File: src/common/id_settings.svh
`ifndef ID_SETTINGS_SVH
`define ID_SETTINGS_SVH

// Datapath and address width
`define ID_XLEN       32
// Register file read ports used by the decode stage
`define ID_NUM_RS     2
`define ID_RF_ADDR_W  5

// Register field positions in the instruction word
`define ID_RS1_LSB    15
`define ID_RS2_LSB    20
`define ID_RD_LSB     7

`define ID_OPCODE_W   7
// Return address step for JAL and JALR
`define ID_PC_INCR    4

`endif

File: src/common/id_pkg.sv
`include "id_settings.svh"

package id_pkg;

  ////////////////////////////////////////
  // Basic types
  ////////////////////////////////////////

  typedef logic [`ID_XLEN-1:0]      word_t;
  typedef logic [`ID_RF_ADDR_W-1:0] rf_addr_t;

  // Major opcodes handled by the decoder
  typedef enum logic [`ID_OPCODE_W-1:0] {
    OPC_LUI    = 7'h37,
    OPC_AUIPC  = 7'h17,
    OPC_JAL    = 7'h6f,
    OPC_JALR   = 7'h67,
    OPC_BRANCH = 7'h63,
    OPC_LOAD   = 7'h03,
    OPC_STORE  = 7'h23,
    OPC_OPIMM  = 7'h13,
    OPC_OP     = 7'h33
  } rv_opcode_e;

  // Arithmetic ops first, branch compares after
  typedef enum logic [4:0] {
    ALU_ADD, ALU_SUB, ALU_SLL, ALU_SLT, ALU_SLTU,
    ALU_XOR, ALU_SRL, ALU_SRA, ALU_OR, ALU_AND,
    ALU_EQ, ALU_NE, ALU_LT, ALU_GE, ALU_LTU, ALU_GEU
  } alu_op_e;

  ////////////////////////////////////////
  // Mux selects
  ////////////////////////////////////////

  typedef enum logic [1:0] {SEL_REGFILE, SEL_FW_EX, SEL_FW_WB} fw_sel_e;
  typedef enum logic [1:0] {OP_A_NONE, OP_A_REG, OP_A_PC, OP_A_IMM} op_a_sel_e;
  typedef enum logic [1:0] {OP_B_NONE, OP_B_REG, OP_B_IMM} op_b_sel_e;
  typedef enum logic [1:0] {OP_C_NONE, OP_C_REG, OP_C_BCH} op_c_sel_e;
  typedef enum logic [1:0] {IMMB_I, IMMB_S, IMMB_U, IMMB_PCINCR} imm_b_sel_e;
  typedef enum logic [1:0] {BJ_JAL, BJ_JALR, BJ_BCH} bch_jmp_sel_e;

  ////////////////////////////////////////
  // Bundles
  ////////////////////////////////////////

  // Decoder output, consumed inside the stage
  typedef struct packed {
    logic         alu_en;
    logic         alu_bch;
    logic         alu_jmp;
    logic         alu_jmpr;
    alu_op_e      alu_op;
    logic         lsu_en;
    logic         lsu_we;
    logic [1:0]   lsu_size;
    logic         lsu_sext;
    logic         rf_we;
    logic         illegal;
    op_a_sel_e    op_a_sel;
    op_b_sel_e    op_b_sel;
    op_c_sel_e    op_c_sel;
    imm_b_sel_e   imm_b_sel;
    bch_jmp_sel_e bch_jmp_sel;
  } dec_ctrl_t;

  typedef struct packed {
    logic  instr_valid;
    word_t pc;
    word_t instr;
  } if_id_pipe_t;

  // From the bypass logic in the controller
  typedef struct packed {
    fw_sel_e [`ID_NUM_RS-1:0] fw_sel;
    logic                     deassert_we;
  } ctrl_byp_t;

  typedef struct packed {
    logic kill_id;
    logic halt_id;
  } ctrl_fsm_t;

  typedef struct packed {
    logic       instr_valid;
    logic       alu_en;
    logic       alu_bch;
    logic       alu_jmp;
    alu_op_e    alu_op;
    word_t      operand_a;
    word_t      operand_b;
    word_t      operand_c;
    logic       lsu_en;
    logic       lsu_we;
    logic [1:0] lsu_size;
    logic       lsu_sext;
    logic       rf_we;
    rf_addr_t   rf_waddr;
    logic       illegal_insn;
    word_t      pc;
    word_t      instr;
  } id_ex_pipe_t;

endpackage

File: src/hw/id_stage/instr_decoder.sv
`timescale 1ns/10ps
`include "id_settings.svh"

module instr_decoder import id_pkg::*; (
  input  word_t                       instr_i,
  input  logic                        deassert_we_i,
  output dec_ctrl_t                   ctrl_o,
  output rf_addr_t [`ID_NUM_RS-1:0]   rf_raddr_o,
  output logic [`ID_NUM_RS-1:0]       rf_re_o,
  output rf_addr_t                    rf_waddr_o
);

  rv_opcode_e  opcode;
  logic [2:0]  funct3;
  logic [6:0]  funct7;

  assign opcode = rv_opcode_e'(instr_i[`ID_OPCODE_W-1:0]);
  assign funct3 = instr_i[14:12];
  assign funct7 = instr_i[31:25];

  // Register addresses come straight from the fixed field positions
  assign rf_raddr_o[0] = instr_i[`ID_RS1_LSB +: `ID_RF_ADDR_W];
  assign rf_raddr_o[1] = instr_i[`ID_RS2_LSB +: `ID_RF_ADDR_W];
  assign rf_waddr_o    = instr_i[`ID_RD_LSB +: `ID_RF_ADDR_W];

  // Shared funct3 map for OP and OP-IMM, alt picks SUB or SRA
  function automatic alu_op_e alu_from_funct3(input logic [2:0] f3, input logic alt);
    alu_op_e op;
    case (f3)
      3'b000:  op = alt ? ALU_SUB : ALU_ADD;
      3'b001:  op = ALU_SLL;
      3'b010:  op = ALU_SLT;
      3'b011:  op = ALU_SLTU;
      3'b100:  op = ALU_XOR;
      3'b101:  op = alt ? ALU_SRA : ALU_SRL;
      3'b110:  op = ALU_OR;
      default: op = ALU_AND;
    endcase
    return op;
  endfunction

  ////////////////////////////////////////
  // Main decode
  ////////////////////////////////////////

  always_comb begin : decode
    ctrl_o  = '0;
    rf_re_o = '0;
    case (opcode)
      OPC_LUI, OPC_AUIPC: begin
        // LUI adds to a zero operand A, since rs1 is not read
        ctrl_o.alu_en    = 1'b1;
        ctrl_o.rf_we     = 1'b1;
        ctrl_o.op_a_sel  = (opcode == OPC_LUI) ? OP_A_REG : OP_A_PC;
        ctrl_o.op_b_sel  = OP_B_IMM;
        ctrl_o.imm_b_sel = IMMB_U;
      end
      OPC_JAL, OPC_JALR: begin
        // Link value is PC plus 4, computed in the ALU
        ctrl_o.alu_en      = 1'b1;
        ctrl_o.alu_jmp     = 1'b1;
        ctrl_o.alu_jmpr    = (opcode == OPC_JALR);
        ctrl_o.rf_we       = 1'b1;
        ctrl_o.op_a_sel    = OP_A_PC;
        ctrl_o.op_b_sel    = OP_B_IMM;
        ctrl_o.imm_b_sel   = IMMB_PCINCR;
        ctrl_o.bch_jmp_sel = (opcode == OPC_JALR) ? BJ_JALR : BJ_JAL;
        rf_re_o[0]         = (opcode == OPC_JALR);
        ctrl_o.illegal     = (opcode == OPC_JALR) && (funct3 != 3'b000);
      end
      OPC_BRANCH: begin
        ctrl_o.alu_en      = 1'b1;
        ctrl_o.alu_bch     = 1'b1;
        ctrl_o.op_a_sel    = OP_A_REG;
        ctrl_o.op_b_sel    = OP_B_REG;
        ctrl_o.op_c_sel    = OP_C_BCH;
        ctrl_o.bch_jmp_sel = BJ_BCH;
        rf_re_o            = 2'b11;
        case (funct3)
          3'b000:  ctrl_o.alu_op = ALU_EQ;
          3'b001:  ctrl_o.alu_op = ALU_NE;
          3'b100:  ctrl_o.alu_op = ALU_LT;
          3'b101:  ctrl_o.alu_op = ALU_GE;
          3'b110:  ctrl_o.alu_op = ALU_LTU;
          3'b111:  ctrl_o.alu_op = ALU_GEU;
          default: ctrl_o.illegal = 1'b1;
        endcase
      end
      OPC_LOAD: begin
        ctrl_o.lsu_en    = 1'b1;
        ctrl_o.rf_we     = 1'b1;
        ctrl_o.lsu_size  = funct3[1:0];
        ctrl_o.lsu_sext  = !funct3[2];
        ctrl_o.op_a_sel  = OP_A_REG;
        ctrl_o.op_b_sel  = OP_B_IMM;
        ctrl_o.imm_b_sel = IMMB_I;
        rf_re_o[0]       = 1'b1;
        // No double word and no unsigned word
        ctrl_o.illegal   = (funct3[1:0] == 2'b11) || (funct3[2] && funct3[1]);
      end
      OPC_STORE: begin
        ctrl_o.lsu_en    = 1'b1;
        ctrl_o.lsu_we    = 1'b1;
        ctrl_o.lsu_size  = funct3[1:0];
        ctrl_o.op_a_sel  = OP_A_REG;
        ctrl_o.op_b_sel  = OP_B_IMM;
        ctrl_o.op_c_sel  = OP_C_REG;
        ctrl_o.imm_b_sel = IMMB_S;
        rf_re_o          = 2'b11;
        ctrl_o.illegal   = funct3[2] || (funct3[1:0] == 2'b11);
      end
      OPC_OPIMM: begin
        ctrl_o.alu_en    = 1'b1;
        ctrl_o.rf_we     = 1'b1;
        ctrl_o.op_a_sel  = OP_A_REG;
        ctrl_o.op_b_sel  = OP_B_IMM;
        ctrl_o.imm_b_sel = IMMB_I;
        ctrl_o.alu_op    = alu_from_funct3(funct3, (funct3 == 3'b101) && instr_i[30]);
        rf_re_o[0]       = 1'b1;
        // Shift amounts only allow the SRAI marker in funct7
        if (funct3 == 3'b001) begin
          ctrl_o.illegal = (funct7 != 7'b0000000);
        end else if (funct3 == 3'b101) begin
          ctrl_o.illegal = (funct7 != 7'b0000000) && (funct7 != 7'b0100000);
        end
      end
      OPC_OP: begin
        ctrl_o.alu_en   = 1'b1;
        ctrl_o.rf_we    = 1'b1;
        ctrl_o.op_a_sel = OP_A_REG;
        ctrl_o.op_b_sel = OP_B_REG;
        ctrl_o.alu_op   = alu_from_funct3(funct3, instr_i[30]);
        rf_re_o         = 2'b11;
        ctrl_o.illegal  = !((funct7 == 7'b0000000) ||
                            ((funct7 == 7'b0100000) && (funct3 == 3'b000 || funct3 == 3'b101)));
      end
      default: ctrl_o.illegal = 1'b1;
    endcase

    // Illegal encodings must not cause any side effect downstream
    if (ctrl_o.illegal) begin
      ctrl_o.alu_en   = 1'b0;
      ctrl_o.alu_bch  = 1'b0;
      ctrl_o.alu_jmp  = 1'b0;
      ctrl_o.alu_jmpr = 1'b0;
      ctrl_o.lsu_en   = 1'b0;
      ctrl_o.lsu_we   = 1'b0;
      ctrl_o.rf_we    = 1'b0;
      rf_re_o         = '0;
    end
    if (deassert_we_i) begin
      ctrl_o.rf_we = 1'b0;
    end
  end

  // Exactly one of illegal, ALU or LSU per instruction
  always_comb begin : chk_illegal
    assert ($onehot({ctrl_o.illegal, ctrl_o.alu_en, ctrl_o.lsu_en}))
      else $error("decoder unit enables do not match the legality of the instruction");
  end

endmodule

File: src/hw/id_stage/operand_fwd_lane.sv
`timescale 1ns/10ps

module operand_fwd_lane import id_pkg::*; (
  input  word_t   rf_rdata_i,
  input  word_t   wdata_ex_i,
  input  word_t   wdata_wb_i,
  input  fw_sel_e fw_sel_i,
  input  logic    re_i,
  output word_t   operand_o
);

  word_t fw_word;

  // Youngest producer is EX, then WB, else the register file
  always_comb begin : fw_mux
    case (fw_sel_i)
      SEL_FW_EX: fw_word = wdata_ex_i;
      SEL_FW_WB: fw_word = wdata_wb_i;
      default:   fw_word = rf_rdata_i;
    endcase
  end

  // Unread port gives zero, LUI relies on this for operand A
  assign operand_o = re_i ? fw_word : '0;

  always_comb begin : chk_fw_sel
    assert ($isunknown(fw_sel_i) || (fw_sel_i inside {SEL_REGFILE, SEL_FW_EX, SEL_FW_WB}))
      else $error("forwarding select out of range");
  end

endmodule

File: src/hw/id_stage/operand_select.sv
`timescale 1ns/10ps
`include "id_settings.svh"

module operand_select import id_pkg::*; (
  input  word_t                    instr_i,
  input  word_t                    pc_i,
  input  dec_ctrl_t                ctrl_i,
  input  word_t [`ID_NUM_RS-1:0]   fw_operand_i,
  output word_t                    operand_a_o,
  output word_t                    operand_b_o,
  output word_t                    operand_c_o,
  output word_t                    jmp_target_o
);

  word_t imm_i_type;
  word_t imm_s_type;
  word_t imm_sb_type;
  word_t imm_u_type;
  word_t imm_uj_type;
  word_t imm_z_type;
  word_t imm_opb;
  word_t bch_target;
  word_t jalr_target;

  ////////////////////////////////////////
  // Immediates
  ////////////////////////////////////////

  // Sign extended from bit 31 in every format
  assign imm_i_type  = {{(`ID_XLEN-12){instr_i[31]}}, instr_i[31:20]};
  assign imm_s_type  = {{(`ID_XLEN-12){instr_i[31]}}, instr_i[31:25], instr_i[11:7]};
  assign imm_sb_type = {{(`ID_XLEN-13){instr_i[31]}}, instr_i[31], instr_i[7],
                        instr_i[30:25], instr_i[11:8], 1'b0};
  assign imm_u_type  = {instr_i[31:12], 12'b0};
  assign imm_uj_type = {{(`ID_XLEN-21){instr_i[31]}}, instr_i[31], instr_i[19:12],
                        instr_i[20], instr_i[30:21], 1'b0};
  // rs1 field as an unsigned immediate
  assign imm_z_type  = {{(`ID_XLEN-`ID_RF_ADDR_W){1'b0}},
                        instr_i[`ID_RS1_LSB +: `ID_RF_ADDR_W]};

  ////////////////////////////////////////
  // Targets
  ////////////////////////////////////////

  assign bch_target  = pc_i + imm_sb_type;
  // JALR base comes from the rs1 lane, LSB forced to zero
  assign jalr_target = (fw_operand_i[0] + imm_i_type) & ~word_t'(1);

  always_comb begin : jmp_target_mux
    case (ctrl_i.bch_jmp_sel)
      BJ_JALR: jmp_target_o = jalr_target;
      BJ_BCH:  jmp_target_o = bch_target;
      default: jmp_target_o = pc_i + imm_uj_type;
    endcase
  end

  ////////////////////////////////////////
  // Operand muxes
  ////////////////////////////////////////

  always_comb begin : operand_a_mux
    case (ctrl_i.op_a_sel)
      OP_A_PC:  operand_a_o = pc_i;
      OP_A_IMM: operand_a_o = imm_z_type;
      default:  operand_a_o = fw_operand_i[0];
    endcase
  end

  // Immediate for operand B, PCINCR gives the link offset
  always_comb begin : imm_b_mux
    case (ctrl_i.imm_b_sel)
      IMMB_S:      imm_opb = imm_s_type;
      IMMB_U:      imm_opb = imm_u_type;
      IMMB_PCINCR: imm_opb = word_t'(`ID_PC_INCR);
      default:     imm_opb = imm_i_type;
    endcase
  end

  always_comb begin : operand_b_mux
    case (ctrl_i.op_b_sel)
      OP_B_IMM: operand_b_o = imm_opb;
      default:  operand_b_o = fw_operand_i[1];
    endcase
  end

  // Store data or branch target
  always_comb begin : operand_c_mux
    case (ctrl_i.op_c_sel)
      OP_C_BCH: operand_c_o = bch_target;
      default:  operand_c_o = fw_operand_i[1];
    endcase
  end

endmodule

File: src/hw/id_stage/id_ex_pipe_reg.sv
`timescale 1ns/10ps

module id_ex_pipe_reg import id_pkg::*; (
  input  logic        clk,
  input  logic        rst_n,
  input  if_id_pipe_t if_id_pipe_i,
  input  ctrl_fsm_t   ctrl_fsm_i,
  input  dec_ctrl_t   ctrl_i,
  input  rf_addr_t    rf_waddr_i,
  input  word_t       operand_a_i,
  input  word_t       operand_b_i,
  input  word_t       operand_c_i,
  input  logic        ex_ready_i,
  output logic        id_ready_o,
  output logic        id_valid_o,
  output id_ex_pipe_t id_ex_pipe_o
);

  ////////////////////////////////////////
  // Stage handshake
  ////////////////////////////////////////

  // Halt blocks both directions, kill drains ID regardless of EX
  assign id_valid_o = if_id_pipe_i.instr_valid && !ctrl_fsm_i.kill_id && !ctrl_fsm_i.halt_id;
  assign id_ready_o = ctrl_fsm_i.kill_id || (ex_ready_i && !ctrl_fsm_i.halt_id);

  ////////////////////////////////////////
  // ID/EX register
  ////////////////////////////////////////

  always_ff @(posedge clk, negedge rst_n) begin : id_ex_regs
    if (!rst_n) begin
      id_ex_pipe_o <= '0;
    end else if (id_valid_o && ex_ready_i) begin
      id_ex_pipe_o.instr_valid <= 1'b1;

      // Operands only update when the instruction uses them
      if (ctrl_i.op_a_sel != OP_A_NONE) begin
        id_ex_pipe_o.operand_a <= operand_a_i;
      end
      if (ctrl_i.op_b_sel != OP_B_NONE) begin
        id_ex_pipe_o.operand_b <= operand_b_i;
      end
      if (ctrl_i.op_c_sel != OP_C_NONE) begin
        id_ex_pipe_o.operand_c <= operand_c_i;
      end

      id_ex_pipe_o.alu_en <= ctrl_i.alu_en;
      if (ctrl_i.alu_en) begin
        id_ex_pipe_o.alu_bch <= ctrl_i.alu_bch;
        id_ex_pipe_o.alu_jmp <= ctrl_i.alu_jmp;
        id_ex_pipe_o.alu_op  <= ctrl_i.alu_op;
      end

      id_ex_pipe_o.lsu_en <= ctrl_i.lsu_en;
      if (ctrl_i.lsu_en) begin
        id_ex_pipe_o.lsu_we   <= ctrl_i.lsu_we;
        id_ex_pipe_o.lsu_size <= ctrl_i.lsu_size;
        id_ex_pipe_o.lsu_sext <= ctrl_i.lsu_sext;
      end

      id_ex_pipe_o.rf_we <= ctrl_i.rf_we;
      if (ctrl_i.rf_we) begin
        id_ex_pipe_o.rf_waddr <= rf_waddr_i;
      end

      // Kept for exception handling in later stages
      id_ex_pipe_o.illegal_insn <= ctrl_i.illegal;
      id_ex_pipe_o.pc           <= if_id_pipe_i.pc;
      id_ex_pipe_o.instr        <= if_id_pipe_i.instr;
    end else if (ex_ready_i) begin
      // Bubble, payload keeps its old value
      id_ex_pipe_o.instr_valid <= 1'b0;
    end
  end

  // EX back-pressure freezes the whole bundle
  a_hold_on_stall: assert property (@(posedge clk) disable iff (!rst_n)
    !ex_ready_i |=> $stable(id_ex_pipe_o))
    else $error("ID/EX bundle changed while EX was stalled");

endmodule

File: src/hw/id_stage/id_stage.sv
`timescale 1ns/10ps
`include "id_settings.svh"

module id_stage import id_pkg::*; (
  input  logic                         clk,
  input  logic                         rst_n,
  // IF/ID pipeline and controller
  input  if_id_pipe_t                  if_id_pipe_i,
  input  ctrl_byp_t                    ctrl_byp_i,
  input  ctrl_fsm_t                    ctrl_fsm_i,
  // Register file read ports
  output rf_addr_t [`ID_NUM_RS-1:0]    rf_raddr_o,
  output logic [`ID_NUM_RS-1:0]        rf_re_o,
  input  word_t [`ID_NUM_RS-1:0]       rf_rdata_i,
  // Forwarding data
  input  word_t                        rf_wdata_ex_i,
  input  word_t                        rf_wdata_wb_i,
  // Stage handshake
  input  logic                         ex_ready_i,
  output logic                         id_ready_o,
  output logic                         id_valid_o,
  output word_t                        jmp_target_o,
  output id_ex_pipe_t                  id_ex_pipe_o
);

  dec_ctrl_t                 dec_ctrl;
  rf_addr_t                  rf_waddr;
  word_t [`ID_NUM_RS-1:0]    fw_operand;
  word_t                     operand_a;
  word_t                     operand_b;
  word_t                     operand_c;

  instr_decoder decoder_i (
    .instr_i       (if_id_pipe_i.instr),
    .deassert_we_i (ctrl_byp_i.deassert_we),
    .ctrl_o        (dec_ctrl),
    .rf_raddr_o    (rf_raddr_o),
    .rf_re_o       (rf_re_o),
    .rf_waddr_o    (rf_waddr)
  );

  // One forwarding lane per source register
  for (genvar i = 0; i < `ID_NUM_RS; i++) begin : gen_fw_lane
    operand_fwd_lane fw_lane_i (
      .rf_rdata_i (rf_rdata_i[i]),
      .wdata_ex_i (rf_wdata_ex_i),
      .wdata_wb_i (rf_wdata_wb_i),
      .fw_sel_i   (ctrl_byp_i.fw_sel[i]),
      .re_i       (rf_re_o[i]),
      .operand_o  (fw_operand[i])
    );
  end

  operand_select op_sel_i (
    .instr_i      (if_id_pipe_i.instr),
    .pc_i         (if_id_pipe_i.pc),
    .ctrl_i       (dec_ctrl),
    .fw_operand_i (fw_operand),
    .operand_a_o  (operand_a),
    .operand_b_o  (operand_b),
    .operand_c_o  (operand_c),
    .jmp_target_o (jmp_target_o)
  );

  id_ex_pipe_reg pipe_reg_i (
    .clk          (clk),
    .rst_n        (rst_n),
    .if_id_pipe_i (if_id_pipe_i),
    .ctrl_fsm_i   (ctrl_fsm_i),
    .ctrl_i       (dec_ctrl),
    .rf_waddr_i   (rf_waddr),
    .operand_a_i  (operand_a),
    .operand_b_i  (operand_b),
    .operand_c_i  (operand_c),
    .ex_ready_i   (ex_ready_i),
    .id_ready_o   (id_ready_o),
    .id_valid_o   (id_valid_o),
    .id_ex_pipe_o (id_ex_pipe_o)
  );

endmodule

File: config.mk
export PLATFORM = sky130hd
export DESIGN_NAME = id_stage
export DESIGN_NICKNAME = d
export VERILOG_FILES = /design/src/common/id_pkg.sv /design/src/hw/id_stage/instr_decoder.sv /design/src/hw/id_stage/operand_fwd_lane.sv /design/src/hw/id_stage/operand_select.sv /design/src/hw/id_stage/id_ex_pipe_reg.sv /design/src/hw/id_stage/id_stage.sv
export VERILOG_INCLUDE_DIRS = /design/src /design/src/common
export SDC_FILE = /design/constraint.sdc
export NUM_CORES = 1
export LEC_CHECK = 0
export BUFFER_PORTS_ARGS = -buffer_cell sky130_fd_sc_hd__buf_2
export CAP_MARGIN = 25
export CORE_ASPECT_RATIO = 0.9
export CORE_UTILIZATION = 23
export DETAILED_ROUTE_END_ITERATION = 8
export GPL_TIMING_DRIVEN = 1
export HOLD_SLACK_MARGIN = 0.08
export SLEW_MARGIN = 10
export SYNTH_ARGS = -nofsm -noshare
export SYNTH_HDL_FRONTEND = slang
export SYNTH_HIERARCHICAL = 1
export SYNTH_SLANG_ARGS = --single-unit
File: constraint.sdc
create_clock -name clk -period 16.35 [get_ports clk]
set_input_delay 1.635 -clock clk [delete_from_list [all_inputs] [get_ports clk]]
set_output_delay 1.635 -clock clk [all_outputs]
set_load 0.01 [all_outputs]
==> run_results.csv <==
group,metric,value,unit
outcome,status,"finished, final reports clean",
final_layout,layout_commonest_cell,"buf_2",
floorplan,dieArea,0.06899,mm²
sta,tightestPinTransition,0.9119,ns
power_and_ir_drop,power.density,72.60,mW/mm²
min_path,hold_class,"reg2reg",
drt,detail_route.wl_per_cell,24.00,µm
sta,finClkSkew,0,ns
synth,syn_nets,1970,
clocking,cts_tree,"done",
sta,slew_viol_final,0,
drt,drt_iter0_markers,1138,
critical_path,worstPathMaxFanout,33,
critical_path,critPathLaunchType,"input pin",
critical_path,end_kind,"primary output",
synth,netlist_area,0.01563,mm²
clocking,clk_pin_slew,0.07,ns
final_layout,nets,2316,
critical_path,path_buf_inv,3,
final_layout,drive_gt1_share,34.88,%
final_layout,largest-register,"pipe_reg_i/id_ex_pipe_o",
drt,dr.pass1.iters,5,
place,gp_congestion,0.9423,
floorplan,core_area,0.06711,mm²
clocking,cts-resized-gates,0,
clocking,postCtsSetupBuffers,0,
synth,syn_avg_cell_area,9.274,µm²
critical_path,critPathMaxStageDelay,0.51,ns
final_layout,most-common-layout-cells,"428 x buf_2, 181 x dfrtp_1, 158 x mux2_2",
power_and_ir_drop,vdd_drop_max,0.08485,mV
clocking,cts_buffer_depth,2,
drt,vias,14780,
sta,setup_viol,0,
drt,finalWirelength,70130,µm
global_route,grt_pass1_vias,13990,
critical_path,crit_required,14.71,ns
clocking,clock_latency,0.49,ns
clocking,h-tree-depth,4,
drt,via_per_inst,5.056,
clocking,cts_root_buf,"clkbuf_16",
sta,holdWs,0.4811,ns
drt,drc,0,
final_layout,syn_to_final_growth,20.71,%
sta,tns,0,ns
final_layout,largest_reg_flops,181,
flow_run,maxCapViolCount,0,
drt,postRouteAntennaNets,0,
sta,timing.fmax,117.9,MHz
final_layout,largestRegisters,"pipe_reg_i/id_ex_pipe_o (181)",
synth,yosys_warnings,6,
sta,period_needed,8.484,ns
critical_path,crit_chain,"buf_2 > nand2_2 > or3_1 > a221o_1 > nor4_2 > buf_4 > and3_1 > ha_1 > a21oi_1 > o21ai_0 > a221o_1 > or2_4 > a31oi_2 > a21oi_1 > a41o_1 > mux2i_1 > or4_1 > buf_2",
sta,hold_viol,0,
critical_path,critical-path-top-delay-family,"compound AO/OA/AOI/OAI gates",
global_route,grt_max_degree,69,
place,port_buffers,429,
critical_path,worstPathArrival,6.85,ns
power_and_ir_drop,p_leak,9.295,nW
floorplan,die_h,249.3,µm
critical_path,cpMaxStageDelayCell,"or3_1",
global_route,grt_pass1_wl,99280,µm
clocking,cts_sinks,181,
critical_path,criticalPathCategory,"in2out",
floorplan,rows,90,
place,hpwl,56460,µm
floorplan,fp.dieW,276.8,µm
floorplan,start_util,23.28,%
sta,rsz0062_at_grt,"no",
synth,synth_cells,1685,
sta,finalCritPeriodShare,51.89,%
sta,relSlewSlack,38.35,%
global_route,grt_overflow_total,0,
clocking,ctsHoldBuffers,0,
clocking,numCtsBuffers,17,
floorplan,io_pins,430,
global_route,grt.total_usage,19.88,%
global_route,antenna_found_initial,12,
-- per-layer routing --
metal	vias up	global-route usage (%)	wire, µm
li1	6858	-	-
met1	7201	28.15	33680
met2	633	29.15	29630
met3	77	4.980	4988
met4	6	6.556	1805
met5	-	0	31
-- final cells by class --
class                   count  area (µm²)
flip-flops and latches    181        4529
clock buffers              18       439.2
clock inverters            14       133.9
fillers                  7197       48250
inverters                  73       274.0
diodes                      4       10.01
repair buffers            451        2321
well taps                 874        1094
multi-input cells        1307       10060
-- metrics by stage --
stage               power [W]  utilization [%]  instance area [µm²]  setup WS [ns]  std cells
floorplan           0.0007629                -                15630          8.470       1685
global placement    0.0009535            27.23                18270          7.977       2885
detailed placement  0.0009526            27.24                18280          7.903       2886
CTS                  0.001389            28.09                18850          7.895       2918
global route         0.001442            28.10                18860          7.665       2921
finish               0.001369            28.11                18860          7.866       2922
-- worst paths after layout --
kind | end | cells past startpoint | start | slack [ns]
max reg2reg | pipe_reg_i/id_ex_pipe_o[89] | 1 | pipe_reg_i/id_ex_pipe_o[89] | 15.54
min in group asynchronous | pipe_reg_i/id_ex_pipe_o[179] | 1 | rst_n | 1.12
max in group asynchronous | pipe_reg_i/id_ex_pipe_o[60] | 2 | rst_n | 13.95
min | pipe_reg_i/id_ex_pipe_o[180] | 1 | pipe_reg_i/id_ex_pipe_o[180] | 0.48
max | jmp_target_o[26] | 18 | if_id_pipe_i[5] | 7.87
min reg2reg | pipe_reg_i/id_ex_pipe_o[180] | 1 | pipe_reg_i/id_ex_pipe_o[180] | 0.48
-- power breakdown --
| group | internal, W | switching [W] |
|---|---|---|
| logic | 0.000176 | 0.000268 |
| clock network | 0.000206 | 0.000218 |
| registers | 0.000485 | 0.0000176 |
| total | 0.000866 | 0.000504 |
Power figures use the tool's default switching activity.
